## src/rtl/displayPkg.sv

```systemverilog
//----------------------------------------------------------------------
// Display and sprite-sheet geometry
//----------------------------------------------------------------------

`default_nettype none

package displayPkg;

    // Sheet is 512 pixels wide, built from 32x32 tiles
    localparam int SheetWidthLog2 = 9;
    localparam int TileSizeLog2 = 5;
    localparam int TileMax = 31;

    // Frames per animation strip
    localparam int FrameCount = 7;

    typedef logic [9:0] coord_t;
    typedef logic [15:0] pos_t;
    typedef logic [9:0] frame_t;
    typedef logic [19:0] sheetAddr_t;

    typedef struct packed {
        coord_t drawX;
        coord_t drawY;
    } pixelReq_t;

    typedef struct packed {
        pos_t xPos;
        pos_t yPos;
        logic facingRight;
    } spriteState_t;

    typedef struct packed {
        pos_t xPos;
        pos_t yPos;
    } blockPos_t;

    typedef struct packed {
        frame_t floatFrame;
        frame_t walkFrame;
        frame_t stillFrame;
    } animState_t;

    // Drawing layer, highest priority first
    typedef enum logic [1:0] {
        LAYER_SPRITE,
        LAYER_BLOCK,
        LAYER_BACKGROUND
    } layer_t;

endpackage

`default_nettype wire

```

## src/rtl/frameSelect.sv

```systemverilog
//----------------------------------------------------------------------
// Animation column select
//----------------------------------------------------------------------

`default_nettype none

module frameSelect
    import displayPkg::*;
(
    input  animState_t anim,
    output frame_t     column
);

    // A counter at or above FrameCount means that animation is idle,
    // so the next one down the list gets its turn
    always_comb
    begin
        if (anim.floatFrame < FrameCount)
        begin
            column = anim.floatFrame;
        end
        else if (anim.walkFrame < FrameCount)
        begin
            column = anim.walkFrame;
        end
        else if (anim.stillFrame < FrameCount)
        begin
            column = anim.stillFrame;
        end
        else
        begin
            // Nothing animating, show the first frame
            column = '0;
        end
    end

endmodule

`default_nettype wire

```

## src/rtl/sheetAddress.sv

```systemverilog
//----------------------------------------------------------------------
// Sprite-sheet address pipeline
//----------------------------------------------------------------------

`default_nettype none

module sheetAddress
    import displayPkg::*;
(
    input  logic         Clk,
    input  logic         rst,
    input  logic         pixelValid,
    input  pixelReq_t    pixel,
    input  logic         spriteHit,
    input  logic         blockHit,
    input  spriteState_t sprite,
    input  blockPos_t    block,
    input  animState_t   anim,
    output logic         addrValid,
    output sheetAddr_t   addr
);

    layer_t     layer;
    frame_t     column;
    pos_t       originX;
    pos_t       originY;
    sheetAddr_t dx;
    sheetAddr_t dy;
    sheetAddr_t rowOffset;
    sheetAddr_t tileBase;
    logic       mirror;
    sheetAddr_t nextAddr;

    frameSelect u_frameSelect (
        .anim   (anim),
        .column (column)
    );

    // Layer priority
    always_comb
    begin
        if (spriteHit)
            layer = LAYER_SPRITE;
        else if (blockHit)
            layer = LAYER_BLOCK;
        else
            layer = LAYER_BACKGROUND;
    end

    //------------------------------------------------------------------
    // Offset inside the tile
    //------------------------------------------------------------------
    assign originX = (layer == LAYER_SPRITE) ? sprite.xPos : block.xPos;
    assign originY = (layer == LAYER_SPRITE) ? sprite.yPos : block.yPos;

    assign dx = sheetAddr_t'(pixel.drawX) - sheetAddr_t'(originX);
    assign dy = sheetAddr_t'(pixel.drawY) - sheetAddr_t'(originY);
    assign rowOffset = dy << SheetWidthLog2;

    // Blocks always sit in tile 0 of the sheet
    assign tileBase = (layer == LAYER_SPRITE) ? (sheetAddr_t'(column) << TileSizeLog2) : '0;

    // Block art is drawn facing left
    assign mirror = (layer == LAYER_BLOCK) || !sprite.facingRight;

    always_comb
    begin
        if (layer == LAYER_BACKGROUND)
        begin
            nextAddr = (sheetAddr_t'(pixel.drawY) << SheetWidthLog2) + sheetAddr_t'(pixel.drawX);
        end
        else if (mirror)
        begin
            nextAddr = tileBase + sheetAddr_t'(TileMax) + rowOffset - dx;
        end
        else
        begin
            nextAddr = tileBase + rowOffset + dx;
        end
    end

    //------------------------------------------------------------------
    // Output stage
    //------------------------------------------------------------------
    always_ff @(posedge Clk)
    begin
        if (rst)
            addrValid <= 1'b0;
        else
            addrValid <= pixelValid;
    end

    always_ff @(posedge Clk)
    begin
        if (pixelValid)
            addr <= nextAddr;
    end

endmodule

`default_nettype wire

```

## config.mk

```make
export PLATFORM = sky130hd
export DESIGN_NAME = sheetAddress
export DESIGN_NICKNAME = d
export VERILOG_FILES = /design/src/rtl/displayPkg.sv /design/src/rtl/frameSelect.sv /design/src/rtl/sheetAddress.sv
export SDC_FILE = /design/constraint.sdc
export NUM_CORES = 1
export LEC_CHECK = 0
export BUFFER_PORTS_ARGS = -buffer_cell sky130_fd_sc_hd__buf_2
export CAP_MARGIN = 5
export CORE_ASPECT_RATIO = 0.6
export CORE_MARGIN = 10
export CORE_UTILIZATION = 54
export DETAILED_ROUTE_END_ITERATION = 10
export GPL_ROUTABILITY_DRIVEN = 1
export PLACE_DENSITY = 0.81
export SLEW_MARGIN = 20
export SYNTH_ARGS = -nofsm -noshare
export SYNTH_HDL_FRONTEND = slang
export SYNTH_HIERARCHICAL = 1
export SYNTH_SLANG_ARGS = --single-unit
```

## constraint.sdc

```tcl
create_clock -name Clk -period 6.9 [get_ports Clk]
set_input_delay 0.69 -clock Clk [delete_from_list [all_inputs] [get_ports Clk]]
set_output_delay 0.69 -clock Clk [all_outputs]
set_load 0.05 [all_outputs]
```

# Word level (Yosys, flattened, before mapping)
# Cells that the tools add are included.
[word_totals] ff_bits=21 in_bits=120 out_inout_bits=21 wordCells=28
[op_classes] n_addsub=8 order_cmp=3 n_eq_ne=2 muxes=10 n_reduce_logical=3
[ops] operator="20-bit 2-to-1 mux" n=2
[ops] operator="10-bit by 3-bit < comparator with 1-bit output (second input constant)" n=3
[ops] operator="10-bit 2-to-1 mux" n=3
[ops] operator="15-bit by 20-bit adder with 20-bit output" n=1
[ops] operator="16-bit by 20-bit adder with 20-bit output" n=1
[ops] operator="19-bit by 10-bit adder with 20-bit output" n=1
[ops] operator="20-bit adder" n=1
[ops] operator="20-bit subtractor" n=1
[ops] operator="10-bit by 16-bit subtractor with 17-bit output" n=1
[ops] operator="15-bit by 5-bit adder with 16-bit output (second input constant)" n=1
[ops] operator="16-bit 2-to-1 mux" n=1
[ops] operator="15-bit 2-to-1 mux" n=1
[ops] operator="11-bit 2-to-1 mux" n=1
[ops] operator="10-bit by 11-bit subtractor with 11-bit output" n=1
[ops] operator="2-bit 2-to-1 mux" n=2
[ops] operator="2-bit by 1-bit equality test with 1-bit output (second input constant)" n=1
[ops] operator="2-bit equality test (second input constant)" n=1
[ops] operator="2-bit logical NOT" n=1
[ops] operator="1-bit logical NOT" n=1
[ops] operator="1-bit logical OR" n=1

# Depth between registers and ports, before layout
# Gate-level depths: netlist (run 1).
[depth] ltp_word=10 ltp_mapped=29 mapped_depth_nobuf=26

# Modules after synthesis
# The synthesis (run 1) kept the hierarchy.
[modules_own_cells] mod="sheetAddress" n_inst=1 cells_each=514 area_each_um2=4312.9 seq_area_each_um2=620.6
[modules_own_cells] mod="frameSelect" n_inst=1 cells_each=36 area_each_um2=235.2 seq_area_each_um2=0.0

# Worst setup path before layout (run 1)
# No wires, ideal clock.
[synth_path] path_kind="in2reg" startpoint="input spriteHit" endpoint="register addr[17], data pin" setup_time_ns=0.270 t_arrival_ns=5.874 path_slack_ns=0.756 cell_stages=28 path_buffers=3 cell_sequence="clkbuf_8 -> buf_8 -> clkbuf_1 -> mux2i_1 -> ha_1 -> nor2b_1 -> o21ai_0 -> a21boi_0 -> o21a_1 -> o21ai_0 -> a21oi_1 -> o21ai_0 -> nor2b_1 -> xnor2_1 -> inv_1 -> fa_1 -> inv_1 -> ha_1 -> and2_1 -> a311oi_1 -> o21ai_1 -> and2_1 -> o41ai_2 -> o21a_1 -> xor2_1 -> nor2_1 -> a211oi_1 -> a21oi_1"
[synth_via] elab_chain_cells=8 word_cells_on_any_way=17
[synth_lines] element="start: declaration" line="sheetAddress.sv:14" rtl="input logic spriteHit,"
[synth_lines] element="2-bit 2-to-1 mux (*)" line="sheetAddress.sv:42" rtl="if (spriteHit)"
[synth_lines] element="2-bit logical NOT" line="sheetAddress.sv:53, sheetAddress.sv:54, sheetAddress.sv:61"
[synth_lines] element="15-bit 2-to-1 mux / 11-bit 2-to-1 mux (equally long branches)" line="sheetAddress.sv:61, sheetAddress.sv:54"
[synth_lines] element="15-bit by 5-bit adder with 16-bit output / 10-bit by 11-bit subtractor with 11-bit output (equally long branches)" line="sheetAddress.sv:74, sheetAddress.sv:57"
[synth_lines] element="16-bit by 20-bit adder with 20-bit output / 15-bit by 20-bit adder with 20-bit output (equally long branches)" line="sheetAddress.sv:74, sheetAddress.sv:78"
[synth_lines] element="20-bit subtractor / 20-bit adder (equally long branches)" line="sheetAddress.sv:74, sheetAddress.sv:78"
[synth_lines] element="20-bit 2-to-1 mux" line="sheetAddress.sv:72" rtl="else if (mirror)"
[synth_lines] element="20-bit 2-to-1 mux (*)" line="sheetAddress.sv:68" rtl="if (layer == LAYER_BACKGROUND)"
[synth_lines] element="named net nextAddr[17]" line="sheetAddress.sv:32" rtl="sheetAddr_t nextAddr;"
[synth_lines] element="end signal: assignment" line="sheetAddress.sv:96" rtl="addr <= nextAddr;"
[synth_lines] element="end: declaration" line="sheetAddress.sv:20" rtl="output sheetAddr_t addr"
# Mark *: on every way through the listed nets, which the timed path passes. The rest lies on a longest branch.
# A chain may end at the register's enable or synchronous reset.

# Final worst setup path (run 1)
# Ends and elaborated chain as after synthesis.

==> insert_results.sql, run 1 <==
INSERT INTO impl_metrics (metric_group, metric, value, unit) VALUES
('status', 'outcome', 'completed', ''),
('drt', 'drt.antenna.violating_nets', '0', ''),
('logic_synthesis', 'synth.yosys.seq_area_share', '13.6', '%'),
('floorplan', 'top_level_ports', '141', ''),
('layout', 'post_route_cells_drive_above_1_share', '25.0', '%'),
('cts', 'cts.clk_slew.worst_paths', '0.05', 'ns'),
('cts', 'cts_tree', 'built', ''),
('floorplan', 'area_of_the_die', '12600', 'um2'),
('logic_synthesis', 'yosysWarningCount', '6', ''),
('timing', 'fin_crit', '6.48', 'ns'),
('power_and_ir_drop', 'seq_power_share', '14.4', '%'),
('timing', 'max-slew-margin-rel', '49.4', '%'),
('floorplan', 'die_h', '91.1', 'um'),
('cts', 'clockBufferDepth', '2', ''),
('drt', 'routed_wl', '13700', 'um'),
('critical_path', 'timing.critical_path.depth', '26', ''),
('timing', 'fin_crit_sh', '93.8', '%'),
('placed_design', 'port-buffer-count', '130', ''),
('logic_synthesis', 'synth_enable_flop_cells', '20', ''),
('timing', 'finalMaxSlewViolations', '0', ''),
('critical_path', 'path_buf_inv', '3', ''),
('drt', 'avgViaCountPerCell', '5.63', ''),
('logic_synthesis', 'post_synth_mux_area_share', '6.77', '%'),
('floorplan', 'rows', '25', ''),
('timing', 'fmax', '154', 'MHz'),
('critical_path', 'critical_path.max_fanout', '9', ''),
('logic_synthesis', 'synth-adder-area-share', '26.0', '%'),
('global_route', 'grt_pass1_wl', '21700', 'um'),
('timing', 'worst_slew_pin_slew', '0.758', 'ns'),
('critical_path', 'critPathCaptureType', 'register', ''),
('power_and_ir_drop', 'swShare', '50.3', '%'),
('global_route', 'number_of_antenna_violations_at_the_first_check_in_global_routing', '0', ''),
('logic_synthesis', 'compound_gate_portion_of_the_synthesized_area', '17.1', '%'),
('logic_synthesis', 'synthMostInstantiatedCell', 'sky130_fd_sc_hd__ha_1', ''),
('timing', 'setup_viol', '0', ''),
('critical_path', 'cpPeakStageDelay', '0.55', 'ns'),
('layout', 'layout-area-overhead-vs-synth', '17.1', '%'),
('global_route', 'grt_use_total', '20.3', '%'),
('min_path', 'hold_class', 'in -> reg', ''),
('cts', 'clock_sink_count', '21', ''),
('logic_synthesis', 'synth_cells', '550', ''),
('logic_synthesis', 'netlist_top_cells_area', 'sky130_fd_sc_hd__ha_1, sky130_fd_sc_hd__edfxtp_1, sky130_fd_sc_hd__xnor2_1, sky130_fd_sc_hd__mux2i_1, sky130_fd_sc_hd__a21oi_1', ''),
('critical_path', 'arrival', '6.44', 'ns'),
('global_route', 'grt_overflow_total', '0', ''),
('power_and_ir_drop', 'internal_power', '0.684', 'mW'),
('logic_synthesis', 'synth.avg_cell_area', '8.27', 'um2'),
('floorplan', 'die_width', '138', 'um'),
('logic_synthesis', 'ys_async_sr_fraction', '0', '%'),
('drt', 'via_count', '4398', ''),
('flow_run', 'drv_cap', '0', ''),
('drt', 'routed_wire_length_per_instance', '17.5', 'um'),
('logic_synthesis', 'simple_gate_portion_of_the_synthesized_area', '17.4', '%'),
('timing', 'hold_viol', '0', ''),
('power_and_ir_drop', 'p_comb_share', '76.8', '%'),
('global_route', 'grt_pass1_vias', '4294', ''),
('logic_synthesis', 'yosysUniqueCellTypes', '54', ''),
('power_and_ir_drop', 'cellLeakagePower', '2.74', 'nW'),
('critical_path', 'cpMostUsedCell', 'sky130_fd_sc_hd__o21ai_0', ''),
('timing', 'finalSetupTns', '0', 'ns'),
('power_and_ir_drop', 'power.net_switching', '0.693', 'mW'),
('floorplan', 'initial_core_util', '56.6', '%'),
('cts', 'numCtsBuffers', '3', ''),
('logic_synthesis', 'yosys.area.top_type', 'sky130_fd_sc_hd__ha_1', ''),
('critical_path', 'path_class', 'in -> reg', ''),
('logic_synthesis', 'synth_xor_area_share', '11.5', '%'),
('critical_path', 'cp-endpoint', 'addr[17]', ''),
('layout', 'finish.net_count', '885', ''),
('power_and_ir_drop', 'vdd.ir_drop.worst', '0.105', 'mV'),
('critical_path', 'critical-path-top-delay-family', 'compound AO/OA/AOI/OAI gates', ''),
('logic_synthesis', 'post_synthesis_cell_area', '4550', 'um2'),
('power_and_ir_drop', 'power.density_cell_area', '258', 'nW/um2');
==> worst min path at each step <==
stage          startpoint        end  depth (start not counted)  slack, ns
4_1_cts               rst  addrValid                          2       0.61
5_1_grt               rst  addrValid                          2       0.61
3_3_place_gp          rst  addrValid                          2       0.85
2_1_floorplan         rst  addrValid                          1       0.76
6_report              rst  addrValid                          2       0.61
3_5_place_dp          rst  addrValid                          2       0.86
==> repair_timing <==
item,CTS,global route
setup buffers,0,0
resized for setup,0,1
setup endpoints to repair,0,1
hold endpoints to repair,0,0
==> layout make-up <==
| class | count | area [um2] | area share, % |
|---|---|---|---|
| well taps | 108 | 135 | 2.54 |
| inverters | 55 | 206 | 3.88 |
| flip-flops and latches | 21 | 621 | 11.6 |
| repair buffers | 131 | 658 | 12.4 |
| clock buffers | 4 | 78.8 | 1.48 |
| multi-input cells | 462 | 3630 | 68.1 |
==> through the flow <==
stage	utilization [%]	cell area [um2]	power, mW	setup slack, ns	instances
final	66.3	5330	1.38	0.425	781
after global routing	66.3	5330	1.48	0.120	781
after CTS	66.1	5310	1.35	0.457	781
after detailed placement	65.1	5240	1.22	0.301	777
after global placement	65.1	5240	1.18	0.571	777
after floorplan	-	4570	0.973	0.756	556
==> metal layers <==
metal	GRT usage, %	vias up	wire, um
met5	0	-	0
met2	34.3	188	6180
met1	27.4	2032	6360
met3	2.70	12	1020
met4	3.06	0	131
li1	-	2166	-
==> power by group through the flow <==
stage / clock, mW / sequential (mW) / combinational, mW
6_report: 0.121 / 0.198 / 1.06
2_1_floorplan: 0 / 0.324 / 0.649
5_1_grt: 0.126 / 0.201 / 1.15
3_3_place_gp: 0 / 0.201 / 0.980
4_1_cts: 0.121 / 0.198 / 1.03
3_5_place_dp: 0 / 0.201 / 1.02
==> logic make-up (layout without fill, tap and decap cells) <==
kind of cell    after synthesis  count (layout)
buf+inv                      73             190
simple gates                155             155
mux                          30              30
flops                        21              21
xor+xnor                     59              59
fa+ha+maj                    91              91
compound gates              120             120
other cells                   1               7
==> sequential cells by signal, summed over array words and instances, names as in the netlist <==
| register | flops |
|---|---|
| addrValid | 1 |
| addr | 20 |
==> cells in the final DEF, fill, tap and decap left out, types with 4 or more instances in the layout <==
master,count
sky130_fd_sc_hd__a31oi_1,4
sky130_fd_sc_hd__nand4_1,4
sky130_fd_sc_hd__xor2_1,20
sky130_fd_sc_hd__nor2b_1,8
sky130_fd_sc_hd__nand3_1,13
sky130_fd_sc_hd__a21oi_1,44
sky130_fd_sc_hd__nand2_1,31
sky130_fd_sc_hd__mux2_2,6
sky130_fd_sc_hd__ha_1,85
sky130_fd_sc_hd__buf_2,130
sky130_fd_sc_hd__o21a_1,5
sky130_fd_sc_hd__mux2i_1,24
sky130_fd_sc_hd__and2_1,12
sky130_fd_sc_hd__conb_1,7
sky130_fd_sc_hd__and3_1,5
sky130_fd_sc_hd__or2_2,14
sky130_fd_sc_hd__fa_1,6
sky130_fd_sc_hd__xnor2_1,38
sky130_fd_sc_hd__edfxtp_1,20
sky130_fd_sc_hd__a21boi_0,5
sky130_fd_sc_hd__a21o_1,10
sky130_fd_sc_hd__o21ai_1,7
sky130_fd_sc_hd__nor3_1,13
sky130_fd_sc_hd__o21ai_0,21
sky130_fd_sc_hd__nor2_1,44
sky130_fd_sc_hd__inv_1,55
sky130_fd_sc_hd__a211oi_1,6
Note: power is estimated with default switching activity, not from simulation.
==> run 2: changes to the inputs <==
CORE_UTILIZATION = 55   (was 54)
PLACE_DENSITY = 0.82   (was 0.81)
clock period = 8 ns   (was 6.9 ns; I/O delays follow)
==> run 2 against run 1 <==
  * Power shrank 14%
  * Via count is essentially flat
  * Critical path type unchanged
  * Worst setup slack gained 0.85 ns
  * Combinational power shrank 14%
  * Sequential share of layout area is essentially flat
  * Hold slack gained 0.098 ns
  * Count of clock-buffer cells in the layout is the same
  * Die area shrank 1.5%
  * Non-clock buffer count is the same
  * Critical path depth is the same
  * Clock power shrank 15%
  * Sequential cell count is the same
==> insert_results.sql, run 2 (synthesis results as in run 1) <==
INSERT INTO impl_metrics (metric_group, metric, value, unit) VALUES
('critical_path', 'cpMostUsedCell', 'sky130_fd_sc_hd__o21ai_0', ''),
('timing', 'timing.final.ws_setup', '1.28', 'ns'),
('global_route', 'groute.layer.met3.usage', '3.00', '%'),
('global_route', 'gr-usage-met2', '34.6', '%'),
('global_route', 'grt_pass1_vias', '4278', ''),
('power_and_ir_drop', 'power.density_cell_area', '222', 'nW/um2'),
('drt', 'detailedRoute.firstIterationViolations', '459', ''),
('power_and_ir_drop', 'totalPowerFinal', '1.18', 'mW'),
('global_route', 'grt_use_total', '20.5', '%'),
('critical_path', 'critPathCaptureType', 'register', ''),
('placed_design', 'port-buffer-count', '130', ''),
('cts', 'post_cts_resize_count', '0', ''),
('drt', 'routed_wire_length_per_instance', '17.2', 'um'),
('power_and_ir_drop', 'seq_power_share', '14.5', '%'),
('cts', 'clockBufferDepth', '2', ''),
('power_and_ir_drop', 'power.net_switching', '0.594', 'mW'),
('min_path', 'holdPathStages', '2', ''),
('global_route', 'number_of_antenna_violations_at_the_first_check_in_global_routing', '0', ''),
('timing', 'finalSetupTns', '0', 'ns'),
('layout', 'registers_with_the_highest_flip_flop_counts', 'addr x20, addrValid x1', ''),
('global_route', 'grt_overflow_total', '0', ''),
('drt', 'via_count', '4395', ''),
('floorplan', 'initial_core_util', '57.2', '%'),
('global_route', 'grtUsageMet1', '26.9', '%'),
('drt', 'drt.antenna.violating_nets', '0', ''),
('cts', 'cts.clk_slew.worst_paths', '0.05', 'ns'),
('critical_path', 'cpPeakStageDelay', '0.54', 'ns'),
('layout', 'finish.net_count', '885', ''),
('power_and_ir_drop', 'vdd.ir_drop.worst', '0.0916', 'mV'),
('floorplan', 'die_width', '137', 'um'),
('drt', 'drt_pass1_iterations', '5', ''),
('power_and_ir_drop', 'internal_power', '0.589', 'mW'),
('layout', 'post_route_cells_drive_above_1_share', '24.8', '%'),
('placed_design', 'place_ws', '1.28', 'ns'),
('power_and_ir_drop', 'p_comb_share', '76.8', '%'),
('timing', 'fin_crit_sh', '84.0', '%'),
('global_route', 'grt_pass1_wl', '20900', 'um'),
('placed_design', 'post_detailed_placement_cell_area', '5240', 'um2'),
('status', 'outcome', 'completed', ''),
('power_and_ir_drop', 'swShare', '50.2', '%'),
('power_and_ir_drop', 'cellLeakagePower', '2.73', 'nW'),
('placed_design', 'place.detailed.hpwl', '11600', 'um'),
('drt', 'drc_errors', '0', ''),
('timing', 'fmax', '149', 'MHz'),
('layout', 'commonest_non_fill_non_tap_cells_in_the_layout', 'sky130_fd_sc_hd__buf_2, sky130_fd_sc_hd__ha_1, sky130_fd_sc_hd__inv_1', ''),
('timing', 'worst_slew_pin_slew', '0.752', 'ns'),
('layout', 'num_antenna_cells', '0', ''),
('timing', 'grt_setup_unrepaired', 'false', ''),
('layout', 'most_common_cell_after_layout_fill_and_taps_aside', 'sky130_fd_sc_hd__buf_2', ''),
('layout', 'largest_register_ff_count', '20', ''),
('critical_path', 'path_class', 'in -> reg', ''),
('floorplan', 'rows', '25', ''),
('layout', 'finalCoreUtilization', '67.0', '%'),
('flow_run', 'drv_cap', '0', ''),
('floorplan', 'top_level_ports', '141', ''),
('floorplan', 'die_h', '90.4', 'um'),
('drt', 'routed_wl', '13400', 'um'),
('timing', 'hold_viol', '0', ''),
('critical_path', 'critical_path.max_fanout', '18', ''),
('timing', 'finalMaxSlewViolations', '0', ''),
('timing', 'setup_viol', '0', ''),
('cts', 'cts_setup_buffers', '0', ''),
('global_route', 'grt_start_max_net_pins', '35', ''),
('layout', 'filler_cell_count', '645', ''),
('cts', 'cts_tree', 'built', ''),
('cts', 'cts_root_buffer', 'sky130_fd_sc_hd__clkbuf_16', ''),
('critical_path', 'timing.critical_path.slowest_stage_cell', 'sky130_fd_sc_hd__fa_1', ''),
('critical_path', 'worst_path_required', '7.96', 'ns'),
('global_route', 'top_usage_layer', 'met2', ''),
('floorplan', 'std_cell_core_area', '7950', 'um2'),
('cts', 'h-tree-depth', '1', ''),
('cts', 'numCtsBuffers', '3', ''),
('critical_path', 'path_buf_inv', '3', ''),
('critical_path', 'timing.critical_path.depth', '26', ''),
('placed_design', 'routabilityCongestion', '0.873', ''),
('timing', 'max-slew-margin-rel', '49.6', '%'),
('critical_path', 'arrival', '6.68', 'ns'),
('drt', 'avgViaCountPerCell', '5.63', ''),
('critical_path', 'critical-path-top-delay-family', 'compound AO/OA/AOI/OAI gates', ''),
('cts', 'clock_sink_count', '21', ''),
('critical_path', 'startpoint_type', 'input pin', ''),
('min_path', 'hold_class', 'in -> reg', ''),
('layout', 'top_register', 'addr', ''),
('floorplan', 'area_of_the_die', '12400', 'um2'),
('power_and_ir_drop', 'share_clk_of_total_power', '8.7', '%'),
('cts', 'post_cts_hold_buffers', '0', ''),
('layout', 'layout-area-overhead-vs-synth', '17.0', '%'),
('timing', 'fin_crit', '6.72', 'ns'),
('layout', 'postLayoutCellArea', '5320', 'um2');
## run 2: cell counts in the layout (fill, tap and decap cells not counted)
Identical to the previous run, type by type.
## run 2: routing by layer
layer,share of wire (%),wire (um)
met5,0,0
met4,1.1,146
met3,10,1360
met2,46,6160
met1,43,5760
## run 2: stage by stage
| stage | hold WS, ns | std cells |
|---|---|---|
| final | 0.705 | 781 |
| after global routing | 0.710 | 781 |
| after CTS | 0.704 | 781 |
| after detailed placement | 0.964 | 777 |
| after global placement | 0.958 | 777 |
| after floorplan | 0.872 | 556 |
## run 2: worst paths after layout
path | slack (ns) | end | startpoint
worst max-delay path | 1.28 | addr[17] | spriteHit
worst min-delay path | 0.71 | addrValid | rst
## run 2: power groups by stage
stage               clock network [mW]  registers (mW)  logic [mW]
floorplan                            0           0.279       0.560
global placement                     0           0.174       0.845
detailed placement                   0           0.175       0.878
CTS                              0.104           0.172       0.886
global route                     0.108           0.174       0.991
finish                           0.103           0.172       0.908
## run 2: final cells by class
type | instances | area [um2] | area share [%]
clock buffer | 4 | 78.8 | 1.48
sequential | 21 | 621 | 11.7
tap | 108 | 135 | 2.54
inverter | 55 | 206 | 3.88
multi-input combinational | 462 | 3620 | 68.1
timing repair buffer | 131 | 658 | 12.4
==> run 3: changes to the inputs <==
CORE_UTILIZATION = 48   (was 55)
PLACE_DENSITY = 0.76   (was 0.82)
clock period = 5.8 ns   (was 8 ns; I/O delays follow)
==> run 3 against run 2 <==
  * First-iteration DRC count is 41% lower
  * Hold slack worse by 0.23 ns
  * Design area is 3.3% higher
  * Critical path depth shrank 2
  * Non-clock buffer count rose by 13
  * Combinational power up 44%
  * Global-route usage fell by 2.2 points
  * Count of clock-buffer cells in the layout unchanged
  * Power increased by 43%
  * Final cell count up 4.5%
  * Worst setup slack got worse by 0.97 ns
  * Largest cell class unchanged
  * Highest routed layer unchanged
==> insert_results.sql, run 3 (synthesis results as in run 1) <==
INSERT INTO impl_metrics (metric_group, metric, value, unit) VALUES
('status', 'outcome', 'completed', ''),
('placed_design', 'routabilityCongestion', '0.869', ''),
('floorplan', 'die_width', '146', 'um'),
('timing', 'worst_slew_pin_slew', '0.791', 'ns'),
('cts', 'h-tree-depth', '1', ''),
('global_route', 'grt_pass1_vias', '4412', ''),
('layout', 'seqCellArea', '621', 'um2'),
('timing', 'setup_viol', '0', ''),
('cts', 'clock_sink_count', '21', ''),
('drt', 'routed_wl', '13300', 'um'),
('critical_path', 'arrival', '5.55', 'ns'),
('power_and_ir_drop', 'seq_power_share', '14.1', '%'),
('timing', 'timing.final.ws_setup', '0.305', 'ns'),
('critical_path', 'worst_path_required', '5.85', 'ns'),
('drt', 'avgViaCountPerCell', '5.41', ''),
('global_route', 'grt_overflow_total', '0', ''),
('global_route', 'number_of_antenna_violations_at_the_first_check_in_global_routing', '0', ''),
('power_and_ir_drop', 'share_clk_of_total_power', '8.6', '%'),
('timing', 'fin_crit_sh', '94.7', '%'),
('layout', 'post_route_cells_drive_above_1_share', '27.1', '%'),
('layout', 'layout-area-overhead-vs-synth', '20.9', '%'),
('flow_run', 'drv_cap', '0', ''),
('layout', 'filler_cell_count', '795', ''),
('layout', 'finish.net_count', '898', ''),
('placed_design', 'post_detailed_placement_cell_area', '5360', 'um2'),
('power_and_ir_drop', 'p_comb_share', '77.4', '%'),
('min_path', 'hold_class', 'in -> reg', ''),
('power_and_ir_drop', 'vdd.ir_drop.worst', '0.128', 'mV'),
('min_path', 'hold_end', 'addrValid', ''),
('layout', 'registers_with_the_highest_flip_flop_counts', 'addr x20, addrValid x1', ''),
('timing', 'finalMaxSlewViolations', '0', ''),
('global_route', 'grt_use_total', '18.4', '%'),
('layout', 'multiInputGateArea', '3670', 'um2'),
('floorplan', 'top_level_ports', '141', ''),
('cts', 'cts.clk_slew.worst_paths', '0.06', 'ns'),
('drt', 'drt.antenna.violating_nets', '0', ''),
('layout', 'most_common_cell_after_layout_fill_and_taps_aside', 'sky130_fd_sc_hd__buf_2', ''),
('timing', 'finalSetupTns', '0', 'ns'),
('power_and_ir_drop', 'internal_power', '0.855', 'mW'),
('placed_design', 'place.detailed.hpwl', '11600', 'um'),
('floorplan', 'die_h', '95.4', 'um'),
('power_and_ir_drop', 'power.net_switching', '0.832', 'mW'),
('layout', 'largest_register_ff_count', '20', ''),
('critical_path', 'path_class', 'in -> reg', ''),
('cts', 'numCtsBuffers', '3', ''),
('cts', 'cts_root_buffer', 'sky130_fd_sc_hd__clkbuf_16', ''),
('timing', 'max-slew-margin-rel', '47.2', '%'),
('layout', 'commonest_non_fill_non_tap_cells_in_the_layout', 'sky130_fd_sc_hd__buf_2, sky130_fd_sc_hd__ha_1, sky130_fd_sc_hd__inv_1', ''),
('layout', 'finish.cell_count_without_fillers', '816', ''),
('min_path', 'holdPathStages', '2', ''),
('cts', 'post_cts_resize_count', '0', ''),
('floorplan', 'rows', '27', ''),
('layout', 'num_antenna_cells', '0', ''),
('placed_design', 'place_ws', '-0.0951', 'ns'),
('critical_path', 'critical_path.max_fanout', '11', ''),
('drt', 'via_count', '4417', ''),
('placed_design', 'placed_instances', '812', ''),
('global_route', 'grt_pass1_wl', '21400', 'um'),
('power_and_ir_drop', 'power.density_cell_area', '307', 'nW/um2'),
('layout', 'postLayoutCellArea', '5500', 'um2'),
('layout', 'top_register', 'addr', ''),
('timing', 'fmax', '182', 'MHz'),
('power_and_ir_drop', 'totalPowerFinal', '1.69', 'mW'),
('drt', 'drt_pass1_iterations', '5', ''),
('global_route', 'grt_start_max_net_pins', '36', ''),
('floorplan', 'std_cell_core_area', '9190', 'um2'),
('floorplan', 'initial_core_util', '49.5', '%'),
('timing', 'hold_viol', '0', ''),
('layout', 'finalCoreUtilization', '59.8', '%'),
('power_and_ir_drop', 'swShare', '49.3', '%'),
('power_and_ir_drop', 'cellLeakagePower', '2.80', 'nW'),
('drt', 'drc_errors', '0', ''),
('drt', 'detailedRoute.firstIterationViolations', '271', ''),
('timing', 'hold_ws', '0.477', 'ns'),
('drt', 'routed_wire_length_per_instance', '16.3', 'um'),
('cts', 'post_cts_hold_buffers', '0', ''),
('cts', 'cts_setup_buffers', '0', ''),
('cts', 'cts_tree', 'built', ''),
('critical_path', 'startpoint_type', 'input pin', ''),
('min_path', 'hold_sp', 'rst', ''),
('floorplan', 'area_of_the_die', '13900', 'um2'),
('timing', 'fin_crit', '5.49', 'ns'),
('placed_design', 'port-buffer-count', '130', ''),
('cts', 'clockBufferDepth', '2', ''),
('critical_path', 'critPathCaptureType', 'register', ''),
('timing', 'grt_setup_unrepaired', 'false', '');
==> run 3: cell count changes in the layout (fill, tap and decap cells not counted), sizes merged <==
cell / previous run / this run
buf: 131 / 144
==> run 3: layout make-up <==
class	count	area share [%]
multi-input cells	462	66.8
clock buffers	4	1.43
well taps	130	2.96
inverters	55	3.76
flip-flops and latches	21	11.3
repair buffers	144	13.7
==> run 3: worst max path at each step <==
stage,startpoint,slack (ns),depth (start not counted),to
2_1_floorplan,spriteHit,0.02,28,addr[17]
3_3_place_gp,spriteHit,0.01,26,addr[17]
3_5_place_dp,spriteHit,-0.1,26,addr[17]
4_1_cts,spriteHit,0.15,26,addr[17]
5_1_grt,spriteHit,0.006,26,addr[19]
6_report,spriteHit,0.31,24,addr[18]
==> run 3: power groups by stage <==
| stage | sequential, mW | combinational [mW] | clock, mW |
|---|---|---|---|
| after CTS | 0.238 | 1.25 | 0.146 |
| after global placement | 0.240 | 1.20 | 0 |
| after global routing | 0.241 | 1.44 | 0.152 |
| after floorplan | 0.385 | 0.772 | 0 |
| final | 0.237 | 1.31 | 0.144 |
| after detailed placement | 0.241 | 1.24 | 0 |
==> run 3: worst max-delay path, cell delays in order <==
cell	delay [ns]
sky130_fd_sc_hd__buf_2	0.14
sky130_fd_sc_hd__buf_4	0.15
sky130_fd_sc_hd__buf_4	0.21
sky130_fd_sc_hd__mux2i_1	0.26
sky130_fd_sc_hd__ha_1	0.34
sky130_fd_sc_hd__and3_1	0.21
sky130_fd_sc_hd__a221oi_4	0.39
sky130_fd_sc_hd__a22oi_4	0.12
sky130_fd_sc_hd__a21boi_4	0.15
sky130_fd_sc_hd__nor2_1	0.10
sky130_fd_sc_hd__xnor2_1	0.28
sky130_fd_sc_hd__inv_1	0.08
sky130_fd_sc_hd__ha_1	0.28
sky130_fd_sc_hd__inv_1	0.04
sky130_fd_sc_hd__ha_1	0.27
sky130_fd_sc_hd__ha_1	0.32
sky130_fd_sc_hd__or2_2	0.28
sky130_fd_sc_hd__a21oi_1	0.16
sky130_fd_sc_hd__a21oi_1	0.08
sky130_fd_sc_hd__a31oi_1	0.30
sky130_fd_sc_hd__o21ai_1	0.14
sky130_fd_sc_hd__xnor2_1	0.16
sky130_fd_sc_hd__and3_1	0.20
sky130_fd_sc_hd__a311oi_2	0.30
==> run 3: routing by layer <==
layer  vias to the layer above  track usage (%)  wire length (um)
met2                       178             31.5              6020
met4                         0             2.85                95
met3                         8             2.65              1070
li1                       2187                -                 -
met1                      2044             24.6              6160
met5                         -                0                 0
